--- config.mk ---
export PLATFORM = sky130hd
export DESIGN_NAME = packet_decoder
export DESIGN_NICKNAME = d
export VERILOG_FILES = /design/src/rtl/pd_pkg.sv /design/src/rtl/pd_wr_if.sv /design/src/rtl/packet_decoder.sv /design/src/rtl/pd_block_buffer.sv /design/src/rtl/pd_byte_counter.sv /design/src/rtl/pd_controller.sv
export VERILOG_INCLUDE_DIRS = /design/src /design/src/include
export SDC_FILE = /design/constraint.sdc
export NUM_CORES = 1
export LEC_CHECK = 0
export BUFFER_PORTS_ARGS = -buffer_cell sky130_fd_sc_hd__buf_2
export CORE_MARGIN = 2
export CORE_UTILIZATION = 45
export DETAILED_ROUTE_END_ITERATION = 6
export PLACE_DENSITY = 0.63
export REMOVE_ABC_BUFFERS = 1
export SLEW_MARGIN = 20
export SYNTH_ARGS = -nofsm -noshare
export SYNTH_HDL_FRONTEND = slang
export SYNTH_SLANG_ARGS = --single-unit
export TNS_END_PERCENT = 50
--- constraint.sdc ---
create_clock -name clk -period 3.8 [get_ports clk]
set_clock_uncertainty 0.05 [all_clocks]
set_input_delay 0.19 -clock clk [delete_from_list [all_inputs] [get_ports clk]]
set_output_delay 0.19 -clock clk [all_outputs]
set_load 0.01 [all_outputs]
--- src/include/pd_cfg.svh ---
`ifndef PD_CFG_SVH
`define PD_CFG_SVH

// Address byte carries this in bits 7 to 1
`define PD_DEV_ADDR 7'b1100001

// Token codes, low nibble is the complement of the high nibble
`define PD_PID_IN    8'h69
`define PD_PID_OUT   8'hE1
`define PD_PID_DATA0 8'hC3
`define PD_PID_DATA1 8'h4B

// First byte of a DATA0 payload
`define PD_TYPE_INTERRUPT 8'h00
`define PD_TYPE_HASH      8'hFF

// Two data packets make one block
`define PD_PKT_BYTES   64
`define PD_BLOCK_BYTES 128

`endif
--- src/rtl/pd_pkg.sv ---
`default_nettype none

`include "pd_cfg.svh"

package pd_pkg;

	// Handled token codes
	typedef enum logic [7:0] {
		PID_IN    = `PD_PID_IN,
		PID_OUT   = `PD_PID_OUT,
		PID_DATA0 = `PD_PID_DATA0,
		PID_DATA1 = `PD_PID_DATA1
	} pid_e;

	typedef enum logic [7:0] {
		TYPE_INTERRUPT = `PD_TYPE_INTERRUPT,
		TYPE_HASH      = `PD_TYPE_HASH
	} dtype_e;

	// Byte slot in the block buffer
	typedef logic [$clog2(`PD_BLOCK_BYTES)-1:0] byte_idx_t;

endpackage

`default_nettype wire

--- src/rtl/pd_wr_if.sv ---
`default_nettype none

interface pd_wr_if;

	logic wr_en; // One byte per strobe
	pd_pkg::byte_idx_t wr_idx;
	logic [7:0] wr_data;
	logic new_block; // Second packet done

	modport ctrl (
		output wr_en,
		output wr_idx,
		output wr_data,
		output new_block
	);

	modport buffer (
		input wr_en,
		input wr_idx,
		input wr_data,
		input new_block
	);

endinterface

`default_nettype wire

--- src/rtl/packet_decoder.sv ---
`default_nettype none

module packet_decoder (
	input wire logic clk,
	input wire logic n_rst,
	input wire logic i_rx_strobe,
	input wire logic [7:0] i_rx_data,
	input wire logic i_eop,
	input wire pd_pkg::byte_idx_t i_rd_addr,
	output logic [7:0] o_rd_data,
	output logic o_host_ready,
	output logic o_ack,
	output logic o_nack,
	output logic o_p_error,
	output logic o_quit_hash,
	output logic o_block_ready
);

	pd_pkg::byte_idx_t byte_count;
	logic packet_done;
	logic cnt_up;
	logic clr_cnt;

	pd_wr_if wr_bus ();

	pd_controller u_ctrl (
		.clk(clk),
		.n_rst(n_rst),
		.i_rx_strobe(i_rx_strobe),
		.i_rx_data(i_rx_data),
		.i_eop(i_eop),
		.i_byte_count(byte_count),
		.i_packet_done(packet_done),
		.o_cnt_up(cnt_up),
		.o_clr_cnt(clr_cnt),
		.o_host_ready(o_host_ready),
		.o_ack(o_ack),
		.o_nack(o_nack),
		.o_p_error(o_p_error),
		.o_quit_hash(o_quit_hash),
		.wr(wr_bus.ctrl)
	);

	pd_byte_counter u_cnt (
		.clk(clk),
		.n_rst(n_rst),
		.i_cnt_up(cnt_up),
		.i_clr_cnt(clr_cnt),
		.o_byte_count(byte_count),
		.o_packet_done(packet_done)
	);

	pd_block_buffer u_buf (
		.clk(clk),
		.n_rst(n_rst),
		.wr(wr_bus.buffer),
		.i_rd_addr(i_rd_addr),
		.o_rd_data(o_rd_data),
		.o_block_ready(o_block_ready)
	);

endmodule

`default_nettype wire

--- src/rtl/pd_block_buffer.sv ---
`default_nettype none

`include "pd_cfg.svh"

module pd_block_buffer (
	input wire logic clk,
	input wire logic n_rst,
	pd_wr_if.buffer wr,
	input wire pd_pkg::byte_idx_t i_rd_addr,
	output logic [7:0] o_rd_data,
	output logic o_block_ready
);

	logic [7:0] mem [`PD_BLOCK_BYTES];

	always_ff @(posedge clk) begin
		if (wr.wr_en)
			mem[wr.wr_idx] <= wr.wr_data;
	end

	// Host side read, no latency
	assign o_rd_data = mem[i_rd_addr];

	always_ff @(posedge clk, negedge n_rst) begin
		if (!n_rst) begin
			o_block_ready <= 1'b0;
		end else if (wr.new_block) begin
			o_block_ready <= 1'b1;
		end else if (wr.wr_en && (wr.wr_idx == '0)) begin
			o_block_ready <= 1'b0; // Next block has started
		end
	end

endmodule

`default_nettype wire

--- src/rtl/pd_byte_counter.sv ---
`default_nettype none

`include "pd_cfg.svh"

module pd_byte_counter (
	input wire logic clk,
	input wire logic n_rst,
	input wire logic i_cnt_up,
	input wire logic i_clr_cnt,
	output pd_pkg::byte_idx_t o_byte_count,
	output logic o_packet_done
);

	localparam pd_pkg::byte_idx_t LAST_IDX = pd_pkg::byte_idx_t'(`PD_PKT_BYTES - 1);

	always_ff @(posedge clk, negedge n_rst) begin
		if (!n_rst) begin
			o_byte_count <= '0;
		end else if (i_clr_cnt) begin
			o_byte_count <= '0;
		end else if (i_cnt_up) begin
			if (o_byte_count == LAST_IDX)
				o_byte_count <= '0; // Wrap after the last payload byte
			else
				o_byte_count <= o_byte_count + 1'b1;
		end
	end

	// High during the write of the last byte
	assign o_packet_done = (o_byte_count == LAST_IDX);

endmodule

`default_nettype wire

--- src/rtl/pd_controller.sv ---
`default_nettype none

`include "pd_cfg.svh"

module pd_controller (
	input wire logic clk,
	input wire logic n_rst,
	input wire logic i_rx_strobe,
	input wire logic [7:0] i_rx_data,
	input wire logic i_eop,
	input wire pd_pkg::byte_idx_t i_byte_count,
	input wire logic i_packet_done,
	output logic o_cnt_up,
	output logic o_clr_cnt,
	output logic o_host_ready,
	output logic o_ack,
	output logic o_nack,
	output logic o_p_error,
	output logic o_quit_hash,
	pd_wr_if.ctrl wr
);

	typedef enum logic [4:0] {
		IDLE, READ_PID, IN_PID, WAIT_ADDRESS_IN, READ_ADDRESS_IN, VALID_ADDRESS_IN,
		SEND_TRANSFER_PACKET, EOP_WAIT, OUT_PID, WAIT_ADDRESS_OUT, READ_ADDRESS_OUT,
		VALID_ADDRESS_OUT, OUT_EOP_WAIT, QUIT1, WAIT_DATA_TYPE, CHECK_DATA_TYPE,
		INTERRUPT, INTERRUPT_WAIT_EOP, PACKET_1_WAIT, WRITE_PACKET_1, WAIT_EOP_PACKET,
		QUIT2, PACKET_2_WAIT, WRITE_PACKET_2, WAIT_EOP_BLOCK, NEW_BLOCK, WAIT_EOP_END,
		TRANSMIT_ACK, ERROR, ERROR_EOP_WAIT, ERROR_EOP_END, TRANSMIT_NACK
	} state_e;

	state_e state;
	state_e next_state;
	logic [7:0] rx_byte;
	logic valid_addr;
	logic pid_ok;
	logic addr_match;

	// Byte held for decode in the following state
	always_ff @(posedge clk) begin
		if (i_rx_strobe)
			rx_byte <= i_rx_data;
	end

	always_ff @(posedge clk, negedge n_rst) begin
		if (!n_rst) begin
			state <= IDLE;
			valid_addr <= 1'b0;
		end else begin
			state <= next_state;
			if (state == VALID_ADDRESS_OUT)
				valid_addr <= 1'b1;
		end
	end

	assign pid_ok = (rx_byte[3:0] == ~rx_byte[7:4]);
	assign addr_match = (rx_byte[7:1] == `PD_DEV_ADDR);

	always_comb begin
		next_state = state;
		case (state)
			IDLE: if (i_rx_strobe) next_state = READ_PID;
			READ_PID: begin
				if (!pid_ok) begin
					next_state = ERROR;
				end else begin
					case (pd_pkg::pid_e'(rx_byte))
						pd_pkg::PID_IN: next_state = IN_PID;
						pd_pkg::PID_OUT: next_state = OUT_PID;
						pd_pkg::PID_DATA0: next_state = valid_addr ? QUIT1 : EOP_WAIT;
						pd_pkg::PID_DATA1: next_state = valid_addr ? QUIT2 : EOP_WAIT;
						default: next_state = EOP_WAIT; // Ignored, no response
					endcase
				end
			end
			IN_PID: next_state = WAIT_ADDRESS_IN;
			WAIT_ADDRESS_IN: if (i_rx_strobe) next_state = READ_ADDRESS_IN;
			READ_ADDRESS_IN: next_state = addr_match ? VALID_ADDRESS_IN : OUT_EOP_WAIT;
			VALID_ADDRESS_IN: if (i_eop) next_state = SEND_TRANSFER_PACKET;
			SEND_TRANSFER_PACKET: next_state = IDLE;
			EOP_WAIT: if (i_eop) next_state = IDLE;
			OUT_PID: next_state = WAIT_ADDRESS_OUT;
			WAIT_ADDRESS_OUT: if (i_rx_strobe) next_state = READ_ADDRESS_OUT;
			READ_ADDRESS_OUT: next_state = addr_match ? VALID_ADDRESS_OUT : OUT_EOP_WAIT;
			VALID_ADDRESS_OUT: next_state = OUT_EOP_WAIT;
			OUT_EOP_WAIT: if (i_eop) next_state = IDLE;
			QUIT1: next_state = WAIT_DATA_TYPE;
			WAIT_DATA_TYPE: if (i_rx_strobe) next_state = CHECK_DATA_TYPE;
			CHECK_DATA_TYPE: begin
				case (pd_pkg::dtype_e'(rx_byte))
					pd_pkg::TYPE_INTERRUPT: next_state = INTERRUPT;
					pd_pkg::TYPE_HASH: next_state = PACKET_1_WAIT;
					default: next_state = ERROR;
				endcase
			end
			INTERRUPT: next_state = INTERRUPT_WAIT_EOP;
			INTERRUPT_WAIT_EOP: if (i_eop) next_state = WAIT_EOP_END;
			PACKET_1_WAIT: if (i_rx_strobe) next_state = WRITE_PACKET_1;
			WRITE_PACKET_1: next_state = i_packet_done ? WAIT_EOP_PACKET : PACKET_1_WAIT;
			WAIT_EOP_PACKET: if (i_eop) next_state = WAIT_EOP_END;
			QUIT2: next_state = PACKET_2_WAIT;
			PACKET_2_WAIT: if (i_rx_strobe) next_state = WRITE_PACKET_2;
			WRITE_PACKET_2: next_state = i_packet_done ? WAIT_EOP_BLOCK : PACKET_2_WAIT;
			WAIT_EOP_BLOCK: if (i_eop) next_state = NEW_BLOCK;
			NEW_BLOCK: next_state = WAIT_EOP_END;
			WAIT_EOP_END: if (!i_eop) next_state = TRANSMIT_ACK;
			TRANSMIT_ACK: next_state = IDLE;
			ERROR: next_state = ERROR_EOP_WAIT;
			ERROR_EOP_WAIT: if (i_eop) next_state = ERROR_EOP_END;
			ERROR_EOP_END: if (!i_eop) next_state = TRANSMIT_NACK;
			TRANSMIT_NACK: next_state = IDLE;
			default: next_state = IDLE;
		endcase
	end

	// Moore outputs
	assign o_host_ready = (state == SEND_TRANSFER_PACKET);
	assign o_ack = (state == TRANSMIT_ACK);
	assign o_p_error = (state == ERROR);
	assign o_nack = (state == ERROR) || (state == TRANSMIT_NACK);
	assign o_quit_hash = (state == QUIT1) || (state == QUIT2) || (state == INTERRUPT);
	assign o_cnt_up = (state == WRITE_PACKET_1) || (state == WRITE_PACKET_2);
	assign o_clr_cnt = (state == QUIT1) || (state == QUIT2) || (state == NEW_BLOCK); // Fresh count per packet

	assign wr.wr_en = o_cnt_up;
	assign wr.wr_data = rx_byte;
	assign wr.new_block = (state == NEW_BLOCK);

	// Second packet lands in the upper half
	assign wr.wr_idx = (state == WRITE_PACKET_2) ?
		i_byte_count + pd_pkg::byte_idx_t'(`PD_PKT_BYTES) : i_byte_count;

endmodule

`default_nettype wire

Word level (Yosys, flattened, before mapping)
Memories as Yosys holds them, arrays and structs flattened.
Index checks and enable logic that the tools add are counted.
W data, S select, Z words.
{ "totals": {"ff_bits": 22, "ram_bits": 1024, "word_cells": 107, "memories": 1} }
{ "mem_list": {"columns": ["memory", "words", "word_bits", "rd", "rd_ports_with_merged_regs", "write_ports", "line_no", "source"], "rows": [
  ["u_buf.mem", 128, 8, 1, 0, 1, "pd_block_buffer.sv:14", "logic [7:0] mem [`PD_BLOCK_BYTES];"]
]} }
{ "classes": {"add_sub_neg": 2, "eq_ne": 52, "n_mux": 31, "bitwise": 1, "reduce_logical": 15} }
{ "ops": {"columns": ["op", "count"], "rows": [
  ["$pmux W5 S28", 1],
  ["$eq A5 B5 Y1 const B", 16],
  ["$mux W5", 15],
  ["$eq A5 B4 Y1 const B", 8],
  ["$mux W7", 4],
  ["$eq A8 B8 Y1 const B", 3],
  ["$ne A2 B2 Y1 const B", 11],
  ["$eq A5 B3 Y1 const B", 4],
  ["$pmux W5 S4", 1],
  ["$eq A8 B7 Y1 const B", 2],
  ["$reduce_and A13 Y1", 1],
  ["$mux W4", 3],
  ["$eq A5 B2 Y1 const B", 2],
  ["$logic_not A8 Y1", 1],
  ["$pmux W4 S2", 1],
  ["$add A7 B1 Y7 const B", 1],
  ["$add A7 B7 Y7 const B", 1],
  ["$eq A7 B6 Y1 const B", 1],
  ["$eq A7 B7 Y1 const B", 1],
  ["$logic_not A7 Y1", 1],
  ["$mux W3", 2],
  ["$eq A5 B1 Y1 const B", 1],
  ["$logic_not A5 Y1", 1],
  ["$logic_or A1 B1 Y1", 5],
  ["8 further kinds", 14]
]} }

Depth between registers and ports, before layout
Gate-level depths: netlist of run 1.
{ "depth": {"depth_word": 6, "mapped_depth": 8, "ltp_nobuf": 7} }

By module
A second synthesis of run 1 with hierarchy kept.
{ "unflattened": {"hier_cells": 1824, "hier_area_um2": 41159.5} }
{ "by_module_without_submodules": {"columns": ["mod", "instances", "cells_per_inst", "area_each_um2", "seq_area_each_um2"], "rows": [
  ["pd_block_buffer", 1, 1630, 39537.9, 30774.5],
  ["pd_controller", 1, 158, 1272.5, 390.4],
  ["pd_byte_counter", 1, 36, 349.1, 175.2]
]} }

Least setup slack after synthesis of run 1
Ideal clock, no wire load.
{ "synth_path": {"path_type": "reg-to-reg", "start": "register u_ctrl.rx_byte[1], in the netlist u_ctrl.wr.wr_data[1]", "end": "register u_ctrl.state[3]", "arrival_time_ps": 3221, "setup_slack_ps": 408, "stages_incl_launch_ff": 7, "n_path_buf": 0, "period_less_slack_ps": 3392, "path_cell_list": "edfxtp_1 and3_1 nand3_1 a211oi_1 a2111oi_0 a311o_1 a22o_1"} }
{ "synth_via": {"elab_chain_cells": 4, "word_cells_on_any_way": 13, "cone_classes": "eq/ne (7); mux (5); reduce/logical (1)"} }
{ "synth_lines": {"columns": ["item", "line_no", "source"], "rows": [
  ["start: declaration", "pd_controller.sv:34", "logic [7:0] rx_byte;"],
  ["start signal: assignment", "pd_controller.sv:42", "rx_byte <= i_rx_data;"],
  ["$eq A8 B7 Y1 or $eq A8 B8 Y1 (tied branches)", "pd_controller.sv:67", "case (pd_pkg::pid_e'(rx_byte))"],
  ["$pmux W5 S4", "pd_controller.sv:67", null],
  ["$mux W5", "pd_controller.sv:64", "if (!pid_ok) begin"],
  ["$pmux W5 S28 (*)", "pd_controller.sv:61", "case (state)"],
  ["end signal: assignment", "pd_controller.sv:50", "state <= next_state;"],
  ["end: declaration", "pd_controller.sv:32", "state_e state;"]
]} }
Mark *: on every way between the ends. The rest lies on a longest branch, timed or not.
A chain may end at the register's enable or synchronous reset.

Final worst setup path of run 1
{ "layout_path": {"start": "memory u_buf.mem[112][1]", "end": "output o_rd_data[1]"} }
{ "layout_via": {"elab_chain_cells": 1} }
{ "layout_lines": {"columns": ["item", "line_no", "source"], "rows": [
  ["start: declaration", "pd_block_buffer.sv:14", null],
  ["$mem_v2 Z128 W8", null, null],
  ["end: declaration", "packet_decoder.sv:10", "output logic [7:0] o_rd_data,"]
]} }
Every way passes these cells.

==> results of run 1 <==
## flip-flops by register name, indices dropped and copies added, names as in the netlist
| name | cells |
|---|---|
| u_buf.o_block_ready | 1 |
| u_cnt.o_byte_count | 7 |
| u_ctrl.wr.wr_data | 8 |
| u_ctrl.valid_addr | 1 |
| u_ctrl.state | 5 |
| u_buf.mem | 1024 |
## layout make-up
type	instances	area [µm²]	area share
flip-flops and latches	1046	31340	0.6567
multi-input cells	660	9235	0.1935
clock buffers	129	2824	0.05918
repair buffers	264	2180	0.04567
well taps	1176	1471	0.03083
clock inverters	63	644.4	0.01350
inverters	7	26.28	0.0005506
## per-stage QoR
step | cell area, µm² | std cells
floorplan | 40600 | 1713
global placement | 44140 | 3142
detailed placement | 44140 | 3142
CTS | 47720 | 3345
global route | 47720 | 3345
finish | 47720 | 3345
## critical path: stages (launching register included)
cell      delay, ns
edfxtp_1       0.37
mux4_2         0.52
mux4_2         0.56
mux4_2         0.54
mux2_2         0.35
buf_2          0.16
## power by group through the flow
stage,logic [mW],registers (mW),clock network (mW)
2_1_floorplan,0.991,13.4,0
3_3_place_gp,2.15,13.2,0
3_5_place_dp,2.21,13.2,0
4_1_cts,2.22,13.0,10.5
5_1_grt,2.38,13.0,11.0
6_report,2.23,13.0,10.3
## worst max-delay path by stage
| stage | start | end | slack, ns | cells after the start |
|---|---|---|---|---|
| after floorplan | u_ctrl.wr.wr_data[1]$_DFFE_PP_ | u_ctrl.state[3]$_DFFE_PN0P_ | 0.40 | 6 |
| after global routing | i_rd_addr[0] | o_rd_data[1] | 0.33 | 9 |
| after global placement | i_rd_addr[0] | o_rd_data[1] | 0.38 | 9 |
| final | u_buf.mem[112][1]$_DFFE_PP_ | o_rd_data[1] | 0.40 | 5 |
| after detailed placement | i_rd_addr[0] | o_rd_data[1] | 0.40 | 9 |
| after CTS | u_buf.mem[112][1]$_DFFE_PP_ | o_rd_data[1] | 0.37 | 5 |
## layout by cell type (no fill, tap or decap), types with 5 or more instances in the layout
master / count
mux4_2: 336
dfrtp_1: 14
xor2_1: 8
nor3_1: 11
edfxtp_1: 1032
clkbuf_1: 19
clkinv_2: 23
a31oi_1: 5
bufinv_16: 13
dlygate4sd3_1: 11
o21ai_0: 11
clkinv_1: 20
mux2_2: 9
buf_4: 205
buf_2: 28
inv_1: 7
nor2b_1: 9
buf_12: 18
nor2_1: 147
nand3_1: 11
clkbuf_16: 110
a21oi_1: 14
nand2_1: 40
## cells by family after synthesis
family                   Yosys count  synth area share
AO/OA/AOI/OAI                     59          0.009693
XOR/XNOR                           9          0.001920
adder cells (fa/ha/maj)            2         0.0006095
buffers and inverters            109           0.01152
flip-flops                      1046            0.7635
multiplexers                     346            0.1871
AND/OR/NAND/NOR                  244           0.02570
## layer usage
metal  up-vias  track usage  wire (µm)
met5         -            0          0
li1       8232            -          -
met1     10731       0.3052      40330
met3       105      0.02765       6964
met4         0      0.04628       1479
met2       876       0.3245      45840
==> flow_summary.yaml, run 1 <==
run_status:
  status: "finished, violations left"
  violations: "design-rule violations"
die:
  io_pins: 33
  core_area_mm2: 0.09015
  initial_core_util: 0.4553
  fp-row-count: 110
  die_area_mm2: 0.09365
  dieWidth_um: 306.0
  fp.dieH_um: 306.0
sta:
  relSlewSlack: 0.2908
  fin_hold_ws_ns: 0.08088
  setup-tns-final_ns: 0
  finalHoldViolations: 0
  tightestPinTransition_ns: 1.064
  setup_viol: 0
  fin_ws_ns: 0.3982
  period_minus_slack_ns: 3.402
  fin_crit_sh: 0.8952
  fmax_mhz: 294.0
  rsz0062_at_grt: "no"
  finalMaxSlewViolations: 0
yosys:
  syn_inst: 1815
  synth_most_common_cell: "edfxtp_1"
  syn_area_per_cell_um2: 22.62
  ys_top_cells_by_count: "edfxtp_1, mux4_2, nor2_1, clkbuf_1, nand2_1"
  syn_area_mm2: 0.04105
  synth.area.top_cells: "edfxtp_1, mux4_2, nor2_1"
  yosys_register_bits: 1046
  synth_edf_count: 1032
  synth_flop_cell: "edfxtp_1"
  synth_cell_type_count: 56
  async_flop_share: 0.01338
  ys_seq_area_frac: 0.7635
  yosys.area.top_type_share: 0.7550
  synth.largest_area_cell: "edfxtp_1"
  ys_warn_count: 0
worst_setup_path:
  crit_type: "reg2out"
  startpoint_type: "register"
  cp.required_ns: 3.56
  ff2ff_setup_slack_ns: 0.87
  r2r_cells: 6
  r2r_start: "u_ctrl.state[3]$_DFFE_PN0P_"
  cp.arrival_ns: 3.16
  critPathCaptureType: "primary output"
  critPathMaxFanout: 1
  worstReg2RegEnd: "u_buf.mem[17][4]$_DFFE_PP_"
clock_tree:
  clk_pin_slew_ns: 0.06
  tritoncts: "built"
  cts.sinks: 1046
  postCtsSetupBuffers: 0
  hold_buffers: 11
  cts_root_buffer: "clkbuf_16"
  clkLatencyLatePin_ns: 0.65
  cts-htree-levels: 3
  clk_path_buf_depth: 3
  cts_buffers: 106
  post_cts_resized: 0
place:
  gp_congestion: 0.8308
  pre_cts_ws_ns: 0.3990
  numPortBuffers: 32
  dp_hpwl_um: 60250
pwr:
  pwr-share-seq: 0.508
  intPower_mw: 19.85
  vdd_drop_max_mv: 0.4121
  pwr-share-clk: 0.405
  combPwrFrac: 0.087
  p_sw_mw: 5.671
  power.density_mw_per_mm2: 534.9
  power.total_mw: 25.53
  leakagePower_nw: 15.20
  switching_share: 0.2222
finish:
  syn2layout_area_growth_pct: 16.26
  nets: 2106
  nFillCells: 6736
  drive_gt1_frac: 0.3481
  final_core_util: 0.5294
  n_antenna_cell: 0
detailed_routing:
  routedWlPerCell_um: 28.29
  postRouteAntennaNets: 0
  drt_first_pass_iters: 7
  drt_iter0_drc: 2243
  vias: 19944
  drc: 1
  routed_wl_um: 94620
  post_drt_via_cell_ratio: 5.962
min_path:
  hold_depth: 4
  holdCritStartpoint: "i_eop"
  holdPathEnd: "u_ctrl.state[2]$_DFFE_PN0P_"
  hold_path_class: "in2reg"
global_routing:
  grt_pass1_vias: 20220
  antenna_found_initial: 2
  grt_max_degree: 101
  grt_usage: 0.2044
  overflow: 0
  grt_pass1_wl_um: 139500
run:
  cap_violations: 0
Power figures use the tool's default switching activity.
==> run 2, diff against run 1 <==
--- a/constraint.sdc
+++ b/constraint.sdc
@@ -4,2 +4,2 @@
 set_output_delay 0.19 -clock clk [all_outputs]
-set_load 0.01 [all_outputs]
+set_load 0.005 [all_outputs]
==> flow_summary.yaml, run 2 (synthesis gave the netlist of run 1 again) <==
finish:
  drive_gt1_frac: 0.3458
  n_antenna_cell: 0
  final_common_cell: "edfxtp_1"
  regArea_mm2: 0.03134
  syn2layout_area_growth_pct: 16.02
  nFillCells: 6811
  largest_reg_flops: 1024
  final_cell_mix: "edfxtp_1, mux4_2, buf_4"
  top_register: "u_buf.mem"
  multi_input_area_mm2: 0.009235
  final_cells: 3336
  nets: 2102
die:
  io_pins: 33
  fp-row-count: 110
  fp.dieH_um: 306.0
  die_area_mm2: 0.09365
  core_area_mm2: 0.09015
  initial_core_util: 0.4553
  dieWidth_um: 306.0
clock_tree:
  cts-htree-levels: 3
  clk_path_buf_depth: 3
  clkLatencyLatePin_ns: 0.67
  postCtsSetupBuffers: 0
  cts_buffers: 105
  tritoncts: "built"
  cts.sinks: 1046
  cts_root_buffer: "clkbuf_16"
  clk_pin_slew_ns: 0.06
sta:
  fin_crit_sh: 0.8959
  finalMaxSlewViolations: 0
  finalHoldViolations: 0
  setup_viol: 0
  rsz0062_at_grt: "no"
  fmax_mhz: 293.8
  setup-tns-final_ns: 0
  relSlewSlack: 0.2540
  period_minus_slack_ns: 3.404
  tightestPinTransition_ns: 1.119
detailed_routing:
  routed_wl_um: 94840
  m1WireLength_um: 41230
  top_layer: "met4"
  vias: 19789
  drt_first_pass_iters: 6
  routedWlPerCell_um: 28.43
  routed-wl-met2_um: 45820
  drt_iter0_drc: 2218
  wl_met3_um: 6176
  post_drt_via_cell_ratio: 5.932
  postRouteAntennaNets: 0
  drc: 0
worst_setup_path:
  cp.arrival_ns: 3.16
  critPathMaxFanout: 1
  ff2ff_setup_slack_ns: 0.84
  endpoint: "o_rd_data[1]"
  crit_chain: "mux4_2 > mux4_2 > mux4_2 > mux2_2 > buf_2"
  critPathCaptureType: "primary output"
  critPathSlowestCell: "mux4_2"
  worst_path_largest_cell_delay_ns: 0.56
  r2r_cells: 7
  r2r_start: "u_ctrl.state[3]$_DFFE_PN0P_"
  cp.required_ns: 3.56
  startpoint_type: "register"
  critPathLaunch: "u_buf.mem[77][1]$_DFFE_PP_"
  crit_path_frequent_cell: "mux4_2"
  crit_type: "reg2out"
  worstReg2RegEnd: "u_buf.mem[124][2]$_DFFE_PP_"
place:
  dp_cells: 3139
  gp_congestion: 0.8346
  dp_hpwl_um: 59810
  numPortBuffers: 32
pwr:
  vdd_drop_max_mv: 0.3645
  leakagePower_nw: 15.14
  power.density_mw_per_mm2: 532.4
  power.total_mw: 25.36
global_routing:
  grt_pass1_vias: 20238
  grt_max_degree: 101
  grt_usage: 0.2059
  overflow: 0
  grt_pass1_wl_um: 140200
  antenna_found_initial: 2
run:
  cap_violations: 0
min_path:
  hold_path_class: "in2reg"
run_status:
  status: "complete, no violations"
## run 2: changes by cell type in the layout (fill, tap and decap cells not counted), sizes merged
| cell | before | now |
|---|---|---|
| bufinv | 13 | 11 |
| clkbuf | 129 | 128 |
| clkinv | 45 | 42 |
| clkinvlp | 4 | 3 |
| inv | 8 | 9 |
| buf | 253 | 250 |
## run 2: worst min-delay path by stage
stage	start	end	slack [ns]	cells past startpoint
after CTS	i_eop	u_ctrl.state[2]$_DFFE_PN0P_	0.04	4
after detailed placement	n_rst	u_ctrl.state[0]$_DFFE_PN0P_	0.06	1
after global routing	i_eop	u_ctrl.state[2]$_DFFE_PN0P_	0.12	4
after global placement	n_rst	u_ctrl.state[0]$_DFFE_PN0P_	0.05	1
final	i_eop	u_ctrl.state[2]$_DFFE_PN0P_	0.08	4
after floorplan	n_rst	u_buf.o_block_ready$_DFFE_PN0P_	-0.16	0
## run 2: power by group
group          total [mW]  leakage (nW)  switching (mW)  internal (mW)
clock network        10.2          1.66            4.25           5.93
logic                2.20          4.03            1.38          0.827
registers            13.0          9.46          0.0864           12.9
total                25.4          15.1            5.71           19.6
## run 2: area by class of cell
class                   count  share of cell area
repair buffers            261             0.04529
flip-flops and latches   1046              0.6581
inverters                   7           0.0005517
well taps                1176             0.03090
clock buffers             128             0.05832
clock inverters            58             0.01298
multi-input cells         660              0.1939
## run 2: critical path: cells and delay by family, from the launching register on
family   cells  cell delay (ns)
mux          4             2.00
flops        1             0.36
buf+inv      1             0.14
## run 2: per-stage QoR
| stage | util | hold WS, ns | worst slack [ns] | instance area (µm²) |
|---|---|---|---|---|
| floorplan | - | -0.1556 | 0.3978 | 40600 |
| global placement | 0.4894 | 0.04926 | 0.4845 | 44120 |
| detailed placement | 0.4894 | 0.06401 | 0.4601 | 44120 |
| CTS | 0.5283 | 0.03953 | 0.3565 | 47630 |
| global route | 0.5283 | 0.1183 | 0.3607 | 47630 |
| finish | 0.5283 | 0.07640 | 0.3958 | 47630 |
## run 2: routing by layer
| metal | global-route usage | up-vias |
|---|---|---|
| li1 | - | 8225 |
| met1 | 0.3024 | 10654 |
| met2 | 0.3301 | 785 |
| met3 | 0.02931 | 125 |
| met4 | 0.04949 | 0 |
| met5 | 0 | - |
## run 2: repair_timing
action                                 CTS  global route
hold buffers                            11             0
endpoints found under the hold margin   30             0
resized for setup                        0             0
==> run 3, diff against run 2 <==
CAP_MARGIN = 20   (was default)
CORE_MARGIN = 4   (was 2)
HOLD_SLACK_MARGIN = 0.1   (was default)
==> flow_summary.yaml, run 3 (synthesis gave the netlist of run 1 again) <==
finish:
  regArea_mm2: 0.03134
  final_common_cell: "edfxtp_1"
  final_cell_mix: "edfxtp_1, mux4_2, buf_4"
  multi_input_area_mm2: 0.009235
  top_register: "u_buf.mem"
  nFillCells: 6836
  drive_gt1_frac: 0.3341
  final_core_util: 0.5258
  syn2layout_area_growth_pct: 15.66
  largest_reg_flops: 1024
  n_antenna_cell: 0
  final_cells: 3328
  nets: 2082
sta:
  finalHoldViolations: 0
  fin_crit_sh: 0.9251
  rsz0062_at_grt: "no"
  fmax_mhz: 284.5
  setup_viol: 0
  relSlewSlack: 0.3447
  finalMaxSlewViolations: 0
  tightestPinTransition_ns: 0.9809
  setup-tns-final_ns: 0
  period_minus_slack_ns: 3.515
run:
  cap_violations: 0
die:
  dieWidth_um: 310.0
  fp.dieH_um: 310.0
  initial_core_util: 0.4546
  io_pins: 33
  fp-row-count: 110
  core_area_mm2: 0.09029
  die_area_mm2: 0.09612
worst_setup_path:
  crit_type: "reg2out"
  r2r_start: "u_ctrl.state[3]$_DFFE_PN0P_"
  critPathMaxFanout: 1
  crit_path_frequent_cell: "mux4_2"
  startpoint_type: "register"
  critPathCaptureType: "primary output"
  cp.arrival_ns: 3.28
  cp.required_ns: 3.56
  worst_path_largest_cell_delay_ns: 0.58
  critical_path_buf_inv_count: 1
  critPathLaunch: "u_buf.mem[23][2]$_DFFE_PP_"
  crit_chain: "mux4_2 > mux4_2 > mux4_2 > mux2_2 > buf_2"
  critical_path.top_delay_family: "multiplexers"
  critPathSlowestCell: "mux4_2"
min_path:
  hold_path_class: "in2reg"
  holdCritStartpoint: "i_rx_data[6]"
global_routing:
  grt_max_degree: 109
  grt_pass1_vias: 20057
  antenna_found_initial: 0
  grt_pass1_wl_um: 143800
  overflow: 0
  grt_usage: 0.2068
detailed_routing:
  drt_iter0_drc: 2342
  post_drt_via_cell_ratio: 6.026
  postRouteAntennaNets: 0
  drt_first_pass_iters: 5
  vias: 20056
  drc: 0
  routed_wl_um: 97260
  routedWlPerCell_um: 29.22
clock_tree:
  cts.sinks: 1046
  tritoncts: "built"
  clkLatencyLatePin_ns: 0.67
  cts_buffers: 107
  cts_root_buffer: "clkbuf_16"
  clk_pin_slew_ns: 0.06
  clk_path_buf_depth: 3
  postCtsSetupBuffers: 0
  cts-htree-levels: 3
  post_cts_resized: 0
pwr:
  leakagePower_nw: 15.03
  vdd_drop_max_mv: 0.3239
  power.density_mw_per_mm2: 533.6
place:
  dp_hpwl_um: 59900
  dp_cells: 3116
  numPortBuffers: 32
  gp_congestion: 0.8107
run_status:
  status: "complete, no violations"
## run 3: cell count changes in the layout (fill, tap and decap cells not counted), sizes merged
cell / before / now
clkinvlp: 3 / 2
bufinv: 11 / 9
clkinv: 42 / 43
inv: 9 / 12
buf: 250 / 227
clkbuf: 128 / 141
dlygate4sd3: 11 / 12
## run 3: through the flow
stage	worst slack, ns	hold slack [ns]	cell area, µm²	power (mW)
after global routing	0.2127	0.1505	47480	26.24
after CTS	0.2234	0.1395	47470	25.53
after global placement	0.3644	0.06581	43910	15.33
after detailed placement	0.3562	0.07353	43940	15.40
after floorplan	0.3978	-0.1556	40600	14.40
final	0.2847	0.1745	47480	25.33
## run 3: final cells by class
type / count / area share
multi-input cells: 660 / 0.1945
repair buffers: 239 / 0.04201
clock buffers: 141 / 0.05972
clock inverters: 59 / 0.01210
well taps: 1176 / 0.03099
inverters: 7 / 0.0005534
flip-flops and latches: 1046 / 0.6601
## run 3: metal layers
| metal | vias up | GRT usage | wire length (µm) |
|---|---|---|---|
| met5 | - | 0 | 0 |
| met4 | 0 | 0.04384 | 1800 |
| met3 | 120 | 0.03771 | 8504 |
| met2 | 992 | 0.3187 | 45910 |
| met1 | 10747 | 0.3148 | 41040 |
| li1 | 8197 | - | - |
## run 3: worst paths after layout
kind	endpoint	slack, ns	cells after the start
worst max-delay path	o_rd_data[2]	0.28	5
worst min-delay path	u_ctrl.wr.wr_data[6]$_DFFE_PP_	0.17	2
worst max register to register	u_buf.mem[108][0]$_DFFE_PP_	0.82	7
worst min register to register	u_ctrl.valid_addr$_DFFE_PN0P_	0.46	1
max in group asynchronous	u_ctrl.valid_addr$_DFFE_PN0P_	2.64	3
min in group asynchronous	u_ctrl.state[4]$_DFFE_PN0P_	0.60	3
## run 3: worst register-to-register path, stage by stage, from the launching register on
cell      delay [ns]
dfrtp_1         0.38
nand4b_1        0.34
nor3_1          0.32
nor2_1          0.23
nor2b_1         0.38
nand2_1         0.27
nor2_1          0.49
buf_4           0.23
## run 3: timing repair
action,in CTS,in global routing
hold buffers,12,0
endpoints found under the hold margin,34,0
endpoints found under the setup margin,0,0
## run 3: report_power, final
group / switching [mW] / internal (mW)
Clock: 4.29 / 5.87
Combinational: 1.38 / 0.821
Sequential: 0.0850 / 12.9
